[src/rv_pkg.sv]
// ----------------------------------------------------------------------
// Shared definitions for the integer execute core
// Register file geometry, instruction field codes, ALU operation codes
// and the instruction word union read by the decoder
// Modules pull these in with a wildcard import in their header
// ----------------------------------------------------------------------

package rv_pkg;

  // --------------------------------------------------------------------
  // Register file
  // --------------------------------------------------------------------
  localparam int REGFILE_NUM_WORDS       = 32;
  localparam int REGFILE_WORD_WIDTH      = 32;
  localparam int REGFILE_ADDR_WIDTH      = 5;
  // Ports 0 and 1 feed the operands, port 2 is the debug port
  localparam int REGFILE_NUM_READ_PORTS  = 3;
  // Port 0 is the external load-return port, port 1 is writeback
  localparam int REGFILE_NUM_WRITE_PORTS = 2;

  // --------------------------------------------------------------------
  // Instruction fields
  // --------------------------------------------------------------------
  localparam logic [6:0] OPCODE_OP     = 7'b0110011;
  localparam logic [6:0] OPCODE_OP_IMM = 7'b0010011;

  localparam logic [2:0] FUNCT3_ADD_SUB = 3'b000;
  localparam logic [2:0] FUNCT3_SLL     = 3'b001;
  localparam logic [2:0] FUNCT3_SLT     = 3'b010;
  localparam logic [2:0] FUNCT3_XOR     = 3'b100;
  localparam logic [2:0] FUNCT3_SRL     = 3'b101;
  localparam logic [2:0] FUNCT3_OR      = 3'b110;
  localparam logic [2:0] FUNCT3_AND     = 3'b111;

  // Base encoding, and the alternate one that turns ADD into SUB
  localparam logic [6:0] FUNCT7_BASE = 7'b0000000;
  localparam logic [6:0] FUNCT7_ALT  = 7'b0100000;

  // --------------------------------------------------------------------
  // ALU operations
  // --------------------------------------------------------------------
  localparam int ALU_OP_WIDTH = 4;

  localparam logic [ALU_OP_WIDTH-1:0] ALU_ADD = 4'd0;
  localparam logic [ALU_OP_WIDTH-1:0] ALU_SUB = 4'd1;
  localparam logic [ALU_OP_WIDTH-1:0] ALU_AND = 4'd2;
  localparam logic [ALU_OP_WIDTH-1:0] ALU_OR  = 4'd3;
  localparam logic [ALU_OP_WIDTH-1:0] ALU_XOR = 4'd4;
  localparam logic [ALU_OP_WIDTH-1:0] ALU_SLT = 4'd5;
  localparam logic [ALU_OP_WIDTH-1:0] ALU_SLL = 4'd6;
  localparam logic [ALU_OP_WIDTH-1:0] ALU_SRL = 4'd7;

  // --------------------------------------------------------------------
  // Instruction word, seen as register form or immediate form
  // --------------------------------------------------------------------
  typedef union packed {
    struct packed {
      logic [6:0] funct7;
      logic [4:0] rs2;
      logic [4:0] rs1;
      logic [2:0] funct3;
      logic [4:0] rd;
      logic [6:0] opcode;
    } r;
    struct packed {
      logic [11:0] imm;
      logic [4:0]  rs1;
      logic [2:0]  funct3;
      logic [4:0]  rd;
      logic [6:0]  opcode;
    } i;
  } instr_u;

endpackage

[src/rv_decoder.sv]
// ----------------------------------------------------------------------
// Instruction decoder for the integer execute core
// Reads one word in register or immediate layout, picks out register
// numbers, ALU operation and sign-extended immediate
// Unsupported encodings raise illegal_o instead of valid_o
// Purely combinational
// ----------------------------------------------------------------------

`timescale 1ns/1ps

module rv_decoder import rv_pkg::*; (
  input  logic                          instr_valid_i,
  input  instr_u                        instr_i,

  output logic [REGFILE_ADDR_WIDTH-1:0] rs1_o,
  output logic [REGFILE_ADDR_WIDTH-1:0] rs2_o,
  output logic [REGFILE_ADDR_WIDTH-1:0] rd_o,
  output logic [ALU_OP_WIDTH-1:0]       alu_op_o,
  output logic                          use_imm_o,
  output logic [REGFILE_WORD_WIDTH-1:0] imm_o,

  output logic                          valid_o,
  output logic                          illegal_o
);

  logic legal;

  // Register numbers sit at the same place in both layouts
  assign rs1_o = instr_i.r.rs1;
  assign rs2_o = instr_i.r.rs2;
  assign rd_o  = instr_i.r.rd;

  // 12-bit immediate, sign-extended
  assign imm_o = {{(REGFILE_WORD_WIDTH-12){instr_i.i.imm[11]}}, instr_i.i.imm};

  // --------------------------------------------------------------------
  // Operation decode
  // --------------------------------------------------------------------
  always_comb begin
    alu_op_o  = ALU_ADD;
    use_imm_o = 1'b0;
    legal     = 1'b0;

    case (instr_i.r.opcode)
      OPCODE_OP: begin
        // Register form, funct7 picks ADD or SUB and must be base otherwise
        unique case (instr_i.r.funct3)
          FUNCT3_ADD_SUB: begin
            alu_op_o = (instr_i.r.funct7 == FUNCT7_ALT) ? ALU_SUB : ALU_ADD;
            legal    = (instr_i.r.funct7 == FUNCT7_BASE) ||
                       (instr_i.r.funct7 == FUNCT7_ALT);
          end
          FUNCT3_SLL: begin alu_op_o = ALU_SLL; legal = 1'b1; end
          FUNCT3_SLT: begin alu_op_o = ALU_SLT; legal = 1'b1; end
          FUNCT3_XOR: begin alu_op_o = ALU_XOR; legal = 1'b1; end
          FUNCT3_SRL: begin alu_op_o = ALU_SRL; legal = 1'b1; end
          FUNCT3_OR:  begin alu_op_o = ALU_OR;  legal = 1'b1; end
          FUNCT3_AND: begin alu_op_o = ALU_AND; legal = 1'b1; end
          // SLTU is not supported
          default: legal = 1'b0;
        endcase
        if (instr_i.r.funct3 != FUNCT3_ADD_SUB && instr_i.r.funct7 != FUNCT7_BASE) begin
          legal = 1'b0;
        end
      end

      OPCODE_OP_IMM: begin
        // Immediate form, no shifts and no SLTIU
        use_imm_o = 1'b1;
        case (instr_i.i.funct3)
          FUNCT3_ADD_SUB: begin alu_op_o = ALU_ADD; legal = 1'b1; end
          FUNCT3_SLT:     begin alu_op_o = ALU_SLT; legal = 1'b1; end
          FUNCT3_XOR:     begin alu_op_o = ALU_XOR; legal = 1'b1; end
          FUNCT3_OR:      begin alu_op_o = ALU_OR;  legal = 1'b1; end
          FUNCT3_AND:     begin alu_op_o = ALU_AND; legal = 1'b1; end
          default:        legal = 1'b0;
        endcase
      end

      default: legal = 1'b0;
    endcase
  end

  // Both outcomes only exist while an instruction is presented
  assign valid_o   = instr_valid_i &&  legal;
  assign illegal_o = instr_valid_i && !legal;

  // A presented word is either accepted or flagged, never both
  a_valid_xor_illegal: assert final (!(valid_o && illegal_o));

endmodule

[src/rv_execute_stage.sv]
// ----------------------------------------------------------------------
// Execute stage of the integer core
// Forwards the pending writeback to the operands, runs the ALU and
// registers the result, one cycle from valid_i to wb_valid_o
// The registered result drives register file write port 1
// ----------------------------------------------------------------------

`timescale 1ns/1ps

module rv_execute_stage import rv_pkg::*; (
  input  logic                          clk,
  input  logic                          rst_n,

  // Decoded instruction
  input  logic                          valid_i,
  input  logic [ALU_OP_WIDTH-1:0]       alu_op_i,
  input  logic                          use_imm_i,
  input  logic [REGFILE_WORD_WIDTH-1:0] imm_i,
  input  logic [REGFILE_ADDR_WIDTH-1:0] rs1_i,
  input  logic [REGFILE_ADDR_WIDTH-1:0] rs2_i,
  input  logic [REGFILE_ADDR_WIDTH-1:0] rd_i,

  // Operands from the register file
  input  logic [REGFILE_WORD_WIDTH-1:0] rs1_data_i,
  input  logic [REGFILE_WORD_WIDTH-1:0] rs2_data_i,

  // Writeback
  output logic                          wb_valid_o,
  output logic [REGFILE_ADDR_WIDTH-1:0] wb_rd_o,
  output logic [REGFILE_WORD_WIDTH-1:0] wb_data_o
);

  logic                          fwd_rs1;
  logic                          fwd_rs2;
  logic [REGFILE_WORD_WIDTH-1:0] op_a;
  logic [REGFILE_WORD_WIDTH-1:0] op_b;
  logic [4:0]                    shamt;
  logic [REGFILE_WORD_WIDTH-1:0] alu_result;

  // --------------------------------------------------------------------
  // Operand forwarding
  // --------------------------------------------------------------------
  // wb_valid_o is never set for x0, so x0 is never forwarded
  assign fwd_rs1 = wb_valid_o && (rs1_i == wb_rd_o);
  assign fwd_rs2 = wb_valid_o && (rs2_i == wb_rd_o);

  assign op_a = fwd_rs1 ? wb_data_o : rs1_data_i;

  // Immediate replaces the second register operand
  assign op_b = use_imm_i ? imm_i :
                fwd_rs2   ? wb_data_o : rs2_data_i;

  // Shift amount from the low bits only
  assign shamt = op_b[4:0];

  // --------------------------------------------------------------------
  // ALU
  // --------------------------------------------------------------------
  always_comb begin
    case (alu_op_i)
      ALU_ADD: alu_result = op_a + op_b;
      ALU_SUB: alu_result = op_a - op_b;
      ALU_AND: alu_result = op_a & op_b;
      ALU_OR:  alu_result = op_a | op_b;
      ALU_XOR: alu_result = op_a ^ op_b;
      // Signed compare
      ALU_SLT: alu_result = {{(REGFILE_WORD_WIDTH-1){1'b0}},
                             ($signed(op_a) < $signed(op_b))};
      ALU_SLL: alu_result = op_a << shamt;
      ALU_SRL: alu_result = op_a >> shamt;
      default: alu_result = '0;
    endcase
  end

  // --------------------------------------------------------------------
  // Result register
  // --------------------------------------------------------------------
  always_ff @(posedge clk or negedge rst_n) begin
    if (!rst_n) begin
      wb_valid_o <= 1'b0;
      wb_rd_o    <= '0;
      wb_data_o  <= '0;
    end else begin
      // A result for x0 is dropped here
      wb_valid_o <= valid_i && (rd_i != '0);
      if (valid_i) begin
        wb_rd_o   <= rd_i;
        wb_data_o <= alu_result;
      end
    end
  end

  // --------------------------------------------------------------------
  // Checks
  // --------------------------------------------------------------------
  a_wb_valid_known: assert property (@(posedge clk) disable iff (!rst_n)
    !$isunknown(wb_valid_o));

endmodule

[src/rv_int_core.sv]
// ----------------------------------------------------------------------
// Top level of the integer execute core
// Decoder and register file read ports work in the cycle the instruction
// is presented, the execute stage registers the result and writes it
// back through register file port 1 in the next cycle
// Port 0 takes external load returns, read port 2 serves debug reads
// ----------------------------------------------------------------------

`timescale 1ns/1ps

module rv_int_core import rv_pkg::*; (
  input  logic                          clk,
  input  logic                          rst_n,

  // Instruction input
  input  logic                          instr_valid_i,
  input  logic [31:0]                   instr_i,

  // External write
  input  logic                          ext_we_i,
  input  logic [REGFILE_ADDR_WIDTH-1:0] ext_waddr_i,
  input  logic [REGFILE_WORD_WIDTH-1:0] ext_wdata_i,

  // Debug read
  input  logic [REGFILE_ADDR_WIDTH-1:0] dbg_raddr_i,
  output logic [REGFILE_WORD_WIDTH-1:0] dbg_rdata_o,

  // Writeback visibility
  output logic                          wb_valid_o,
  output logic [REGFILE_ADDR_WIDTH-1:0] wb_rd_o,
  output logic [REGFILE_WORD_WIDTH-1:0] wb_data_o,

  output logic                          illegal_o
);

  // Decoder to execute
  logic [REGFILE_ADDR_WIDTH-1:0] dec_rs1;
  logic [REGFILE_ADDR_WIDTH-1:0] dec_rs2;
  logic [REGFILE_ADDR_WIDTH-1:0] dec_rd;
  logic [ALU_OP_WIDTH-1:0]       dec_alu_op;
  logic                          dec_use_imm;
  logic [REGFILE_WORD_WIDTH-1:0] dec_imm;
  logic                          dec_valid;

  // Register file ports
  logic [REGFILE_ADDR_WIDTH-1:0] rf_raddr [REGFILE_NUM_READ_PORTS];
  logic [REGFILE_WORD_WIDTH-1:0] rf_rdata [REGFILE_NUM_READ_PORTS];
  logic [REGFILE_ADDR_WIDTH-1:0] rf_waddr [REGFILE_NUM_WRITE_PORTS];
  logic [REGFILE_WORD_WIDTH-1:0] rf_wdata [REGFILE_NUM_WRITE_PORTS];
  logic                          rf_we    [REGFILE_NUM_WRITE_PORTS];

  // --------------------------------------------------------------------
  // Decode
  // --------------------------------------------------------------------
  rv_decoder rv_decoder_i (
    .instr_valid_i (instr_valid_i),
    .instr_i       (instr_u'(instr_i)),
    .rs1_o         (dec_rs1),
    .rs2_o         (dec_rs2),
    .rd_o          (dec_rd),
    .alu_op_o      (dec_alu_op),
    .use_imm_o     (dec_use_imm),
    .imm_o         (dec_imm),
    .valid_o       (dec_valid),
    .illegal_o     (illegal_o)
  );

  // --------------------------------------------------------------------
  // Execute
  // --------------------------------------------------------------------
  rv_execute_stage rv_execute_stage_i (
    .clk        (clk),
    .rst_n      (rst_n),
    .valid_i    (dec_valid),
    .alu_op_i   (dec_alu_op),
    .use_imm_i  (dec_use_imm),
    .imm_i      (dec_imm),
    .rs1_i      (dec_rs1),
    .rs2_i      (dec_rs2),
    .rd_i       (dec_rd),
    .rs1_data_i (rf_rdata[0]),
    .rs2_data_i (rf_rdata[1]),
    .wb_valid_o (wb_valid_o),
    .wb_rd_o    (wb_rd_o),
    .wb_data_o  (wb_data_o)
  );

  // --------------------------------------------------------------------
  // Register file
  // --------------------------------------------------------------------
  // Operands on ports 0 and 1, debug on port 2
  assign rf_raddr[0] = dec_rs1;
  assign rf_raddr[1] = dec_rs2;
  assign rf_raddr[2] = dbg_raddr_i;
  assign dbg_rdata_o = rf_rdata[2];

  // External port first so that writeback wins a collision
  assign rf_we[0]    = ext_we_i;
  assign rf_waddr[0] = ext_waddr_i;
  assign rf_wdata[0] = ext_wdata_i;
  assign rf_we[1]    = wb_valid_o;
  assign rf_waddr[1] = wb_rd_o;
  assign rf_wdata[1] = wb_data_o;

  rv_register_file rv_register_file_i (
    .clk     (clk),
    .rst_n   (rst_n),
    .raddr_i (rf_raddr),
    .rdata_o (rf_rdata),
    .waddr_i (rf_waddr),
    .wdata_i (rf_wdata),
    .we_i    (rf_we)
  );

  // An illegal word never reaches writeback
  a_illegal_no_wb: assert property (@(posedge clk) disable iff (!rst_n)
    illegal_o |=> !wb_valid_o);

endmodule

[src/rv_register_file.sv]
// ----------------------------------------------------------------------
// Flip-flop register file, 32 words of 32 bits
// Three combinational read ports and two write ports
// Register x0 is tied to zero and ignores writes
// When both write ports hit one register, the higher port wins
// ----------------------------------------------------------------------

`timescale 1ns/1ps

module rv_register_file import rv_pkg::*; (
  input  logic                          clk,
  input  logic                          rst_n,

  // Read ports
  input  logic [REGFILE_ADDR_WIDTH-1:0] raddr_i [REGFILE_NUM_READ_PORTS],
  output logic [REGFILE_WORD_WIDTH-1:0] rdata_o [REGFILE_NUM_READ_PORTS],

  // Write ports
  input  logic [REGFILE_ADDR_WIDTH-1:0] waddr_i [REGFILE_NUM_WRITE_PORTS],
  input  logic [REGFILE_WORD_WIDTH-1:0] wdata_i [REGFILE_NUM_WRITE_PORTS],
  input  logic                          we_i    [REGFILE_NUM_WRITE_PORTS]
);

  // Storage, entry 0 is a constant
  logic [REGFILE_WORD_WIDTH-1:0] mem [REGFILE_NUM_WORDS];

  // One-hot write enables, one vector per write port
  logic [REGFILE_NUM_WORDS-1:0]  we_dec [REGFILE_NUM_WRITE_PORTS];

  // --------------------------------------------------------------------
  // Read side
  // --------------------------------------------------------------------
  for (genvar r = 0; r < REGFILE_NUM_READ_PORTS; r++) begin : gen_rdata
    assign rdata_o[r] = mem[raddr_i[r]];
  end

  // --------------------------------------------------------------------
  // Write address decoder
  // --------------------------------------------------------------------
  for (genvar p = 0; p < REGFILE_NUM_WRITE_PORTS; p++) begin : gen_we_port
    for (genvar w = 0; w < REGFILE_NUM_WORDS; w++) begin : gen_we_word
      assign we_dec[p][w] = we_i[p] && (waddr_i[p] == w);
    end
  end

  // --------------------------------------------------------------------
  // Storage update
  // --------------------------------------------------------------------
  for (genvar w = 0; w < REGFILE_NUM_WORDS; w++) begin : gen_rf
    if (w == 0) begin : gen_zero
      // x0 has no storage
      assign mem[w] = '0;
    end else begin : gen_reg
      always_ff @(posedge clk or negedge rst_n) begin
        if (!rst_n) begin
          mem[w] <= '0;
        end else begin
          // Later ports overwrite earlier ones in the same cycle
          for (int p = 0; p < REGFILE_NUM_WRITE_PORTS; p++) begin
            if (we_dec[p][w]) begin
              mem[w] <= wdata_i[p];
            end
          end
        end
      end
    end
  end

  // --------------------------------------------------------------------
  // Checks
  // --------------------------------------------------------------------
  // Reading x0 gives zero on every port, even right after a write to it
  for (genvar r = 0; r < REGFILE_NUM_READ_PORTS; r++) begin : gen_chk_x0
    a_x0_zero: assert property (@(posedge clk) disable iff (!rst_n)
      (raddr_i[r] == '0) |-> (rdata_o[r] == '0));
  end

  // Colliding writes leave the port 1 data in the register
  a_port1_wins: assert property (@(posedge clk) disable iff (!rst_n)
    (we_i[0] && we_i[1] && (waddr_i[0] == waddr_i[1]) && (waddr_i[1] != '0))
    |=> (mem[$past(waddr_i[1])] == $past(wdata_i[1])));

endmodule

[config.mk]
export PLATFORM = sky130hd
export DESIGN_NAME = rv_int_core
export DESIGN_NICKNAME = d
export VERILOG_FILES = /design/src/rv_pkg.sv /design/src/rv_decoder.sv /design/src/rv_execute_stage.sv /design/src/rv_int_core.sv /design/src/rv_register_file.sv
export SDC_FILE = /design/constraint.sdc
export NUM_CORES = 2
export LEC_CHECK = 0
export ABC_AREA = 0
export BUFFER_PORTS_ARGS = -buffer_cell sky130_fd_sc_hd__buf_2
export CELL_PAD_IN_SITES_DETAIL_PLACEMENT = 1
export CELL_PAD_IN_SITES_GLOBAL_PLACEMENT = 2
export CORE_UTILIZATION = 47
export DETAILED_ROUTE_END_ITERATION = 12
export GPL_TIMING_DRIVEN = 1
export PLACE_DENSITY = 0.87
export SLEW_MARGIN = 20
export SYNTH_ARGS = -nofsm -noshare
export SYNTH_HDL_FRONTEND = slang
export SYNTH_SLANG_ARGS = --single-unit
[constraint.sdc]
create_clock -name clk -period 9.41 [get_ports clk]
set_input_delay 0.4705 -clock clk [delete_from_list [all_inputs] [get_ports clk]]
set_output_delay 0.4705 -clock clk [all_outputs]
set_load 0.02 [all_outputs]
==> impl_metrics.csv <==
group,metric,value,unit
run_status,status,"completed",
synthesis,syn_nets,8071,
die,start_util,47.5,%
timing,period_minus_slack,7.71,ns
power_and_ir_drop,internal-power,11400,uW
timing,tightest_slew,1.26,ns
worst_setup_path,cp_max_fo,42,
worst_setup_path,critPathArrivalTime,8.41,ns
detailed_routing,wl_per_cell,40.6,um
power_and_ir_drop,switchingPower,7160,uW
clocking,ctsResizeCount,0,
grt,grt_max_degree,152,
die,die_w,416,um
grt,grt_first_pass_wirelength,568000,um
clocking,insertion_delay,0.82,ns
synthesis,async_flop_share,100,%
worst_setup_path,start_kind,"register",
synthesis,synth_warnings,0,
timing,min_period_over_period,81.9,%
synthesis,syn_inst,7886,
synthesis,synth_cell_types,88,
placement,routabilityCongestion,1.01,
final_layout,area_growth_syn_to_layout,8.62,%
synthesis,ys_ff_latch,1030,
final_layout,multi_input_area,0.0516,sq mm
detailed_routing,routed_wirelength,400000,um
clocking,cts.sinks,1030,
power_and_ir_drop,p_comb_share,36.8,%
placement,port-buffer-count,148,
timing,setup-violations-final,0,
worst_setup_path,cp.required,10.12,ns
timing,slew_headroom,15.9,%
grt,grt_pass1_vias,75760,
die,num_rows,151,
final_layout,final_layout_size_suffix_gt1_share,21.5,%
timing,timing.fmax,0.130,GHz
synthesis,synth.top_cell.area_share,31.9,%
grt,grt_use_total,45.7,%
detailed_routing,postRouteAntennaNets,0,
synthesis,yosysSeqAreaShare,31.9,%
worst_setup_path,path_class,"register to register",
grt,antenna_found_initial,37,
detailed_routing,drtPass1Iterations,6,
synthesis,synth_commonest_cells,"mux2i_1 (1211), nor2_1 (1156), dfrtp_1 (1030)",
clocking,max-clock-path-buffers,3,
timing,setup-tns-final,0,ns
clocking,cts_tree,"built",
placement,hpwl,251000,um
synthesis,ys.flop_type,"dfrtp_1",
final_layout,fillers,18186,
final_layout,regArea,0.0258,sq mm
synthesis,synth_area_leader_cell,"dfrtp_1",
synthesis,synthTopCellsByArea,"dfrtp_1 (32%), mux4_2 (22%), mux2i_1 (15%), a21oi_1 (6.4%), nor2_1 (5.4%)",
timing,skew,0.0486,ns
clocking,numCtsBuffers,121,
clocking,cts-root-buf,"clkbuf_16",
clocking,path_clk_slew,0.07,ns
die,dieArea,0.173,sq mm
worst_setup_path,endpoint_kind,"register",
final_layout,fin_nets,7682,
power_and_ir_drop,leakage,0.0378,uW
die,core,0.170,sq mm
power_and_ir_drop,seq_power_share,35.4,%
timing,holdWs,0.258,ns
detailed_routing,vias,74651,
timing,final_max_slew_viol_count,0,
synthesis,synth-edff-count,0,
power_and_ir_drop,vdd.ir_drop.worst,165,uV
detailed_routing,drtIter0Drc,10276,
timing,hold_viol,0,
power_and_ir_drop,power_density,211,mW/mm^2
hold_path,hp-class,"primary input to register",
synthesis,synth.avg_cell_area,10.2,sq um
run,maxCapViolations,0,
synthesis,synth.most_common_cell,"mux2i_1",
clocking,htree_levels,3,
timing,rsz0062_at_grt,"no",
grt,overflow,0,
die,pin_count,149,
power_and_ir_drop,p_sw_share,38.7,%
synthesis,synth_area,0.0807,sq mm
die,die_h,416,um
detailed_routing,drc,0,
power_and_ir_drop,clock_power_share,27.8,%
detailed_routing,via_per_inst,7.59,
placed cells by master (no fill, tap or decap), types with 38 or more instances in the layout:
| cell | Yosys | routed |
|---|---|---|
| mux2i_1 | 1211 | 1211 |
| nor2_1 | 1156 | 1140 |
| dfrtp_1 | 1030 | 1030 |
| a21oi_1 | 1029 | 1028 |
| mux4_2 | 772 | 772 |
| nand2_1 | 291 | 275 |
| o21ai_0 | 278 | 274 |
| buf_4 | 22 | 227 |
| mux2_2 | 144 | 144 |
| buf_2 | 66 | 135 |
| clkbuf_16 | 0 | 122 |
| ha_1 | 105 | 105 |
| inv_1 | 101 | 97 |
| a22o_1 | 60 | 60 |
| nor3_1 | 59 | 56 |
| nand2b_1 | 46 | 44 |
| a22oi_1 | 42 | 42 |
| nand3_1 | 42 | 42 |
| a221oi_1 | 38 | 38 |
registers in the layout, summed over array words and instances (netlist names):
name                           flops
rv_execute_stage_i.wb_data_o      32
rv_execute_stage_i.wb_rd_o         5
rv_execute_stage_i.wb_valid_o      1
rv_register_file_i.mem           992
worst paths after layout:
| path | to | slack [ns] | depth (start not counted) | start |
|---|---|---|---|---|
| hold / removal | rv_execute_stage_i.wb_rd_o[4] | 0.26 | 5 | instr_valid_i |
| setup / recovery | rv_execute_stage_i.wb_data_o[29] | 1.70 | 19 | rv_execute_stage_i.wb_rd_o[0] |
| setup reg to reg | rv_execute_stage_i.wb_data_o[29] | 1.70 | 19 | rv_execute_stage_i.wb_rd_o[0] |
| hold reg to reg | rv_register_file_i.mem[498] | 0.54 | 2 | rv_register_file_i.mem[498] |
| min in group asynchronous | rv_register_file_i.mem[478] | 0.36 | 2 | rst_n |
| max in group asynchronous | rv_register_file_i.mem[453] | 6.66 | 4 | rst_n |
power by group through the flow:
stage	registers [uW]	clock network, uW	logic, uW
after floorplan	6140	0	4580
after global routing	6640	5290	7150
after global placement	6410	0	6390
after detailed placement	6530	0	6570
after CTS	6470	5140	6630
final	6550	5140	6820
final cells by class:
type                            count  share of cell area [%]
Multi-Input combinational cell   5844                    58.8
Sequential cell                  1030                    29.4
Clock buffer                      170                    4.01
Timing Repair Buffer              394                    3.35
Tap cell                         2218                    3.17
Clock inverter                     51                   0.769
Inverter                          106                   0.459
Antenna cell                       20                  0.0571
worst max-delay path: stages (launching register included):
cell       delay, ns
dfrtp_1         0.37
buf_4           0.19
xor2_1          0.18
nor4_2          0.79
nand2_2         0.63
o21ai_1         0.29
or3_4           0.59
inv_1           0.14
ha_1            0.36
nor2b_1         0.08
o31a_1          0.31
o41ai_1         0.80
nor2_1          0.17
a2111o_1        0.53
a2111oi_0       0.95
nor4_1          0.24
o41ai_1         0.46
xnor2_1         0.18
o22ai_1         0.11
o22a_1          0.18
cells by family (layout without fill, tap and decap cells):
family / count (synthesis) / count (layout) / share of synthesized area, %
AO/OA/AOI/OAI: 1852 / 1852 / 13.5
multiplexers: 2131 / 2131 / 38.6
XOR/XNOR: 26 / 26 / 0.282
flip-flops: 1030 / 1030 / 31.9
other: 0 / 20 / 0
AND/OR/NAND/NOR: 1728 / 1728 / 8.82
adder cells (fa/ha/maj): 107 / 107 / 1.68
buffers and inverters: 1012 / 721 / 5.12
per-layer routing:
layer  GRT usage, %  part of all wire, %  vias up
li1               -                    -    28655
met2           64.7                   42     5850
met4           34.6                  8.7       18
met5          0.278                0.027        -
met1           56.1                   35    38487
met3           17.8                   14     1641
what timing repair did:
action,in CTS,in global routing
endpoints found under the setup margin,0,0
setup buffers,0,0
hold buffers,6,0
hold endpoints to repair,105,0
per-stage QoR:
step | power (uW) | setup WS, ns | std cells | area [sq um] | utilization, %
2_1_floorplan | 10700 | 2.79 | 7886 | 80700 | -
3_3_place_gp | 12800 | 1.36 | 9581 | 83200 | 48.9
3_5_place_dp | 13100 | 1.16 | 9585 | 83300 | 49.0
4_1_cts | 18200 | 1.79 | 9812 | 87600 | 51.5
5_1_grt | 19100 | 1.43 | 9823 | 87700 | 51.6
6_report | 18500 | 1.70 | 9833 | 87700 | 51.6
(Power assumes the default switching activity.)
